===== config.mk =====
export PLATFORM = sky130hd
export DESIGN_NAME = sort_ctrl
export DESIGN_NICKNAME = d
export VERILOG_FILES = /design/src/design/beam_sort_pkg.sv /design/src/design/sort_ctrl.sv
export SDC_FILE = /design/constraint.sdc
export NUM_CORES = 1
export LEC_CHECK = 0
export BUFFER_PORTS_ARGS = -buffer_cell sky130_fd_sc_hd__buf_4
export CAP_MARGIN = 30
export CORE_ASPECT_RATIO = 1.4
export CORE_MARGIN = 2
export CORE_UTILIZATION = 55
export CTS_CLUSTER_DIAMETER = 60
export DETAILED_ROUTE_END_ITERATION = 8
export PLACE_DENSITY = 0.91
export SYNTH_ARGS = -nofsm -noshare
export SYNTH_HDL_FRONTEND = slang
export SYNTH_SLANG_ARGS = --single-unit

===== constraint.sdc =====
create_clock -name i_clk -period 2.7 [get_ports i_clk]
set_input_delay 0 -clock i_clk [delete_from_list [all_inputs] [get_ports i_clk]]
set_output_delay 0 -clock i_clk [all_outputs]
set_load 0.05 [all_outputs]

===== src/design/beam_sort_pkg.sv =====
/*
 * Shared sizes and types for the column beam sorter.
 * Every design module imports this package by wildcard.
 */
package beam_sort_pkg;

    // Column and beam sizes
    localparam int COL       = 64;
    localparam int DATA_W    = 32;
    localparam int NUM_BEAMS = 16;
    localparam int NUM_RBG   = 16;

    localparam int INDEX_W = $clog2(COL);
    localparam int SLOT_W  = $clog2(NUM_RBG);

    // ------------------------------------------------------------------
    // Data types
    // ------------------------------------------------------------------
    typedef logic [DATA_W-1:0]  data_t;
    typedef data_t [COL-1:0]    col_t;
    typedef logic [INDEX_W-1:0] score_t;
    typedef score_t [COL-1:0]   score_vec_t;
    typedef logic [INDEX_W-1:0] index_t;
    typedef logic [SLOT_W-1:0]  slot_t;

    // Top beams in score order, position 0 holds the largest sample
    typedef struct packed {
        data_t  [NUM_BEAMS-1:0] data;
        index_t [NUM_BEAMS-1:0] index;
    } beam_rec_t;

    // Control FSM states
    typedef enum logic [1:0] {
        ST_IDLE,
        ST_RANK,
        ST_SCATTER,
        ST_WRITE
    } ctrl_state_t;

endpackage


===== src/design/sort_ctrl.sv =====
/*
 * Sort sequencing FSM with the column base counter and the rotating
 * write and read slot counters for the record memory.
 */
module sort_ctrl
    import beam_sort_pkg::*;
#(
    parameter int LANES = 4
) (
    input  logic   i_clk,
    input  logic   reset_syn,
    input  logic   i_sort_start,
    input  slot_t  i_rbg_max,
    input  logic   i_rbg_load,
    output logic   o_capture,
    output logic   o_rank_en,
    output index_t o_base,
    output logic   o_score_wr,
    output index_t o_score_base,
    output logic   o_build,
    output logic   o_wr_en,
    output slot_t  o_wr_slot,
    output logic   o_rd_en,
    output slot_t  o_rd_slot,
    output logic   o_sort_done
);

    // Base of the final lane group
    localparam index_t LAST_BASE = index_t'(COL - LANES);

    ctrl_state_t state;
    slot_t       rd_slot;

    // Slot after s, back to 0 once the group limit is reached
    function automatic slot_t next_slot(input slot_t s, input slot_t max);
        if (s >= max) begin
            return '0;
        end
        return s + slot_t'(1);
    endfunction

    // Start is only taken while idle
    assign o_capture = (state == ST_IDLE) && i_sort_start;
    assign o_rank_en = (state == ST_RANK);

    // ------------------------------------------------------------------
    // FSM and column base
    // ------------------------------------------------------------------
    always_ff @(posedge i_clk) begin
        if (reset_syn) begin
            state  <= ST_IDLE;
            o_base <= '0;
        end else begin
            case (state)
                ST_IDLE: begin
                    o_base <= '0;
                    if (i_sort_start) begin
                        state <= ST_RANK;
                    end
                end
                ST_RANK: begin
                    if (o_base == LAST_BASE) begin
                        state <= ST_SCATTER;
                    end else begin
                        o_base <= o_base + index_t'(LANES);
                    end
                end
                ST_SCATTER: state <= ST_WRITE;
                default:    state <= ST_IDLE;
            endcase
        end
    end

    // Strobes trail the state by one cycle to line up with the lane registers
    always_ff @(posedge i_clk) begin
        if (reset_syn) begin
            o_score_wr  <= 1'b0;
            o_build     <= 1'b0;
            o_wr_en     <= 1'b0;
            o_sort_done <= 1'b0;
        end else begin
            o_score_wr  <= o_rank_en;
            o_build     <= (state == ST_SCATTER);
            o_wr_en     <= (state == ST_WRITE);
            o_sort_done <= o_wr_en;
        end
    end

    always_ff @(posedge i_clk) begin
        o_score_base <= o_base;
    end

    // ------------------------------------------------------------------
    // Slot counters
    // ------------------------------------------------------------------
    always_ff @(posedge i_clk) begin
        if (reset_syn) begin
            o_wr_slot <= '0;
            rd_slot   <= '0;
            o_rd_slot <= '0;
            o_rd_en   <= 1'b0;
        end else begin
            o_rd_en <= i_rbg_load;
            if (o_wr_en) begin
                o_wr_slot <= next_slot(o_wr_slot, i_rbg_max);
            end
            if (i_rbg_load) begin
                o_rd_slot <= rd_slot;
                rd_slot   <= next_slot(rd_slot, i_rbg_max);
            end
        end
    end

endmodule


# Yosys cells after proc, flatten, opt, wreduce, memory -nomap -nowiden
# Index checks and enable logic that the tools add are counted.
dict set report totals {
  regBits 31
  input_bits 8
}
dict set report classes {
  eq_ne 7
  magnitude_cmp 2
  n_reduce_logical 5
  n_addsub 3
  n_mux 15
}
# operator n
set ops {}
lappend ops {{two-way mux 4 bit} 4}
lappend ops {{case mux 6 bit (2 select lines)} 1}
lappend ops {{adder 4 x 1 -> 4 bit (second input constant)} 2}
lappend ops {{>= comparator 4 bit} 2}
lappend ops {{adder 6 x 3 -> 6 bit (second input constant)} 1}
lappend ops {{== test 6 bit (second input constant)} 1}
lappend ops {{two-way mux 1 bit} 6}
lappend ops {{two-way mux 6 bit} 1}
lappend ops {{case mux 2 bit (3 select lines)} 1}
lappend ops {{== test 2 bit (second input constant)} 2}
lappend ops {{two-way mux 2 bit} 2}
lappend ops {{!= test 2 bit (second input constant)} 2}
lappend ops {{AND reduction 2 bit} 2}
lappend ops {{== test 2 x 1 -> 1 bit (second input constant)} 1}
lappend ops {{logical NOT 2 bit} 1}
lappend ops {{!= test 2 x 1 -> 1 bit (second input constant)} 1}
lappend ops {{nonzero test 2 bit} 1}
lappend ops {{logical AND 1 bit} 1}

# Depth between registers and ports, before layout
dict set report logic_depth {
  word_depth 5
  mapped_depth 6
}

# Least setup slack after synthesis
# No wires, ideal clock.
dict set report synth_path {
  path_type {reg2reg}
  start {register o_base[2]}
  end {register o_base[2]}
  setup_ns 0.063
  t_arrival_ns 1.625
  synth_period_minus_slack_ns 1.688
  stages_incl_launch_ff 6
  path_slack_ns 1.012
  required_time_ns 2.637
  path_cell_list {dfxtp_1 > ha_1 > nand3_1 > nand2_1 > mux2_2 > nor2_2}
}
dict set report synth_between {
  elab_chain_cells 3
  elab_cells_between_ends 6
  cone_classes {1 x add/sub; 2 x eq/ne; 2 x mux; 1 x reduce/logical}
}
# item line_no
set synth_lines {}
lappend synth_lines {{start, declared} sort_ctrl.sv:17} ;# output index_t o_base,
lappend synth_lines {{start signal, assigned} sort_ctrl.sv:65} ;# o_base <= o_base + index_t'(LANES);
lappend synth_lines {{adder 6 x 3 -> 6 bit / == test 6 bit (equally long branches)} {sort_ctrl.sv:65, sort_ctrl.sv:62}}
lappend synth_lines {{two-way mux 6 bit / != test 2 bit (equally long branches)} n/a}
lappend synth_lines {{case mux 6 bit (2 select lines) / AND reduction 2 bit (equally long branches)} n/a}
# Parallel ways exist; a longest one is shown, timed or not. The select of a mux whose other input is x is not followed.
# A chain may end at the register's enable or synchronous reset.

# Worst setup path after layout
dict set report layout_path {
  start {register rd_slot[0]}
  end {register rd_slot[0]}
}
dict set report layout_between {
  elab_chain_cells 5
  elab_cells_between_ends 6
  cone_classes {1 x add/sub; 1 x order compare; 4 x mux}
}
# item line_no
set layout_lines {}
lappend layout_lines {{start, declared} sort_ctrl.sv:32} ;# slot_t rd_slot;
lappend layout_lines {{start signal, assigned} sort_ctrl.sv:109} ;# rd_slot <= next_slot(rd_slot, i_rbg_max);
lappend layout_lines {{>= comparator 4 bit} sort_ctrl.sv:36} ;# if (s >= max) begin
lappend layout_lines {{two-way mux 1 bit} sort_ctrl.sv:36}
lappend layout_lines {{two-way mux 1 bit} sort_ctrl.sv:107} ;# if (i_rbg_load) begin
lappend layout_lines {{two-way mux 1 bit} sort_ctrl.sv:97} ;# if (reset_syn) begin
lappend layout_lines {{two-way mux 4 bit (*)} sort_ctrl.sv:39} ;# return s + slot_t'(1);
# Every way passes the cells marked *; elsewhere a longest branch is shown, timed or not. The select of a mux whose other input is x is not followed.

==> impl_results.md <==
- Synth Warn #: 0
- Die Y: 61.6 um
- Dominant cells by area after synthesis: dfxtp_1 42%, ha_1 15%, nor2_1 4.9%
- Die width: 45.1 um
- Worst path cell trace: inv_1 > ha_1 > o21ai_1 > a21oi_1 > o41ai_1
- Vias in the first global route: 1053
- Number of flops mapped to enable cells by yosys: 0
- CTS root buf: clkbuf_4
- Clock Tree Buf Depth: 2
- Post-synthesis sequential area ratio: 41.5%
- Largest net degree at the start of global routing: 26
- Synth cell types: 34
- Fin crit share: 56.0%
- HPWL Detailed: 1.98 mm
- Area Growth Syn to Fin: 20.6%
- Ys flop type: dfxtp_1
- Die area: 2780 um^2
- Count leader, synth: dfxtp_1
- Post-synth top area cell: dfxtp_1
- Finished Cell Area: 1570 um^2
- Critical path arrival: 1.73 ns
- CTS Sinks: 27
- Register Area: 541 um^2
- Core footprint: 2200 um^2
- CP max stage delay: 0.44 ns
- HP Class: input pin to flip-flop
- Min Tclk post-route: 1.51 ns
- Worst skew pair latency: 0.32 ns
- Final hold vios: 0
- Cell Pwr Density: 658 nW/um^2
- Post-DP Area: 1520 um^2
- Drt pass-1 iters: 4
- Slowest CP cell: dfxtp_1
- Post-Syn Area: 1300 um^2
- Gpl congestion: 0.804
- Seq cells post-synth: 27
- F_max: 0.661 GHz
- Asr flop ratio synth: 0%
- Total negative setup slack: 0 ns
- Starting Density: 59.1%
- RSZ-0062 raised after global routing: false
- Worst-path clk slew: 0.14 ns
- Final global-route overflow total: 0
- Layout Skew: 0.00336 ns
- Antenna violations before repair: 0
- Worst Path Max Fanout: 6
- Ports: 35
- Crit path capture type: flip-flop
- Syn Inst Count: 140
- Share of cells above drive strength 1: 23.8%
- Most frequent cells after synthesis: 27 x dfxtp_1, 17 x nor2_1, 16 x ha_1
- All-layer global routing usage: 20.9%
- Leakage: 0.744 nW
- Max-Cap Viols: 0
- Largest delay share family, worst path: compound AO/OA/AOI/OAI gates
- CP Class: flip-flop to flip-flop
- Net count, final: 197
- CP startpoint kind: flip-flop
- Layout fillers: 182
- TritonCTS buffer count: 3
- Final ANT Viol Nets: 0
- Max-slew violations: 0
- Diode count: 0
- # rows: 20
- DR vias/cell: 5.54
- VDD IR max: 0.000474 V
- Multi-input combinational cell area: 694 um^2
- Drt drc: 0
- Routed len/inst: 13.3 um
- CP Data Required Time: 2.92 ns
- H-tree depth: 1
- Top-area cell type share of the netlist area: 41.5%
- Synthesized area per cell: 9.29 um^2
- Status: complete, no violations
- First-pass GRT wire length: 4.15 mm
- DRT Wirelength: 2.57 mm
- Number of post-CTS setup repair buffers: 0
- IO Port Bufs: 30
- Initial DRC count: 21
- Via Count: 1074
- WP buf/inv: 1
- CTS tree: built
- # setup viols final: 0
-- power breakdown --
| group | internal, mW | switching, mW |
|---|---|---|
| logic | 0.132 | 0.258 |
| clock network | 0.0556 | 0.114 |
| registers | 0.437 | 0.0357 |
-- path summary, 6_finish.rpt --
path                            from                       to  slack [ns]  cells past startpoint
max          rd_slot[0]$_SDFFE_PP0P_  rd_slot[0]$_SDFFE_PP0P_        1.19                      5
min                     i_sort_start    state[0]$_SDFFE_PP0P_        0.07                      4
max reg2reg  rd_slot[0]$_SDFFE_PP0P_  rd_slot[0]$_SDFFE_PP0P_        1.19                      5
min reg2reg   o_base[5]$_SDFFE_PP0P_  o_score_base[5]$_DFF_P_        0.42                      0
-- metrics by stage --
stage                     hold WS (ns)  total power [mW]  util, %  instances  setup WS [ns]
after floorplan                  0.102             0.772        -        143           1.01
after global placement           0.301             0.853     69.1        188           1.33
after detailed placement         0.310             0.871     69.1        188           1.23
after CTS                       0.0646              1.04     71.3        194           1.20
after global routing            0.0649              1.09     71.3        194           1.07
final                           0.0702              1.03     71.3        194           1.19
-- repair_timing --
item,4_1_cts,5_1_grt
hold endpoints to repair,4,0
gates resized for setup,0,0
hold buffers,2,0
-- placed cells by master (no fill, tap or decap) --
cell,instances
o211ai_1,1
a21oi_2,1
dfxtp_1,27
o41ai_1,2
nand2b_2,1
o21ai_1,6
conb_1,4
nor2_2,1
and2_1,1
nor2b_2,1
nor2_1,17
o31ai_1,1
a31oi_1,1
and3_1,3
nor3b_1,1
and4b_1,1
nand3_1,1
a21oi_1,5
buf_4,30
o21ai_0,4
ha_1,16
dlygate4sd3_1,2
nor3_1,1
nand4_1,1
clkinv_2,1
inv_1,9
mux2i_1,5
mux2_2,2
clkbuf_4,3
nand2_1,8
a22oi_1,2
nor3b_2,1
nor2b_1,5
a211oi_1,4
nand2b_1,3
-- registers in the layout, summed over array words and instances (netlist names) --
name	cells
rd_slot	4
state	2
o_wr_slot	4
o_base	4
o_build	1
o_wr_en	1
o_rd_slot	4
o_score_base	4
o_rd_en	1
o_sort_done	1
o_score_wr	1
-- routing by layer --
| layer | vias to the layer above | global-route usage (%) | routed length, um |
|---|---|---|---|
| li1 | 541 | - | - |
| met5 | - | 0 | 0 |
| met4 | 0 | 13.0 | 47 |
| met1 | 497 | 20.7 | 1020 |
| met3 | 5 | 4.40 | 127 |
| met2 | 31 | 38.4 | 1370 |
-- worst register-to-register path, cell delays in order (launching register included) --
cell and delay [ns]:
dfxtp_1 0.44, inv_1 0.07, ha_1 0.27, o21ai_1 0.14, a21oi_1 0.14, o41ai_1 0.35
-- cell families after synthesis --
group	count (synthesis)	synth area share, %
AO/OA/AOI/OAI	27	12.9
adder cells (fa/ha/maj)	16	15.4
buffers and inverters	16	5.96
flip-flops	27	41.5
multiplexers	7	5.58
other	1	0.288
AND/OR/NAND/NOR	46	18.4
-- area by class of cell --
type | instances | area share, %
Tap cell | 22 | 1.75
Sequential cell | 27 | 34.4
Clock inverter | 1 | 0.319
Clock buffer | 3 | 1.44
Timing Repair Buffer | 32 | 15.6
Multi-Input combinational cell | 100 | 44.3
Inverter | 9 | 2.15
Power figures use the tool's default switching activity.
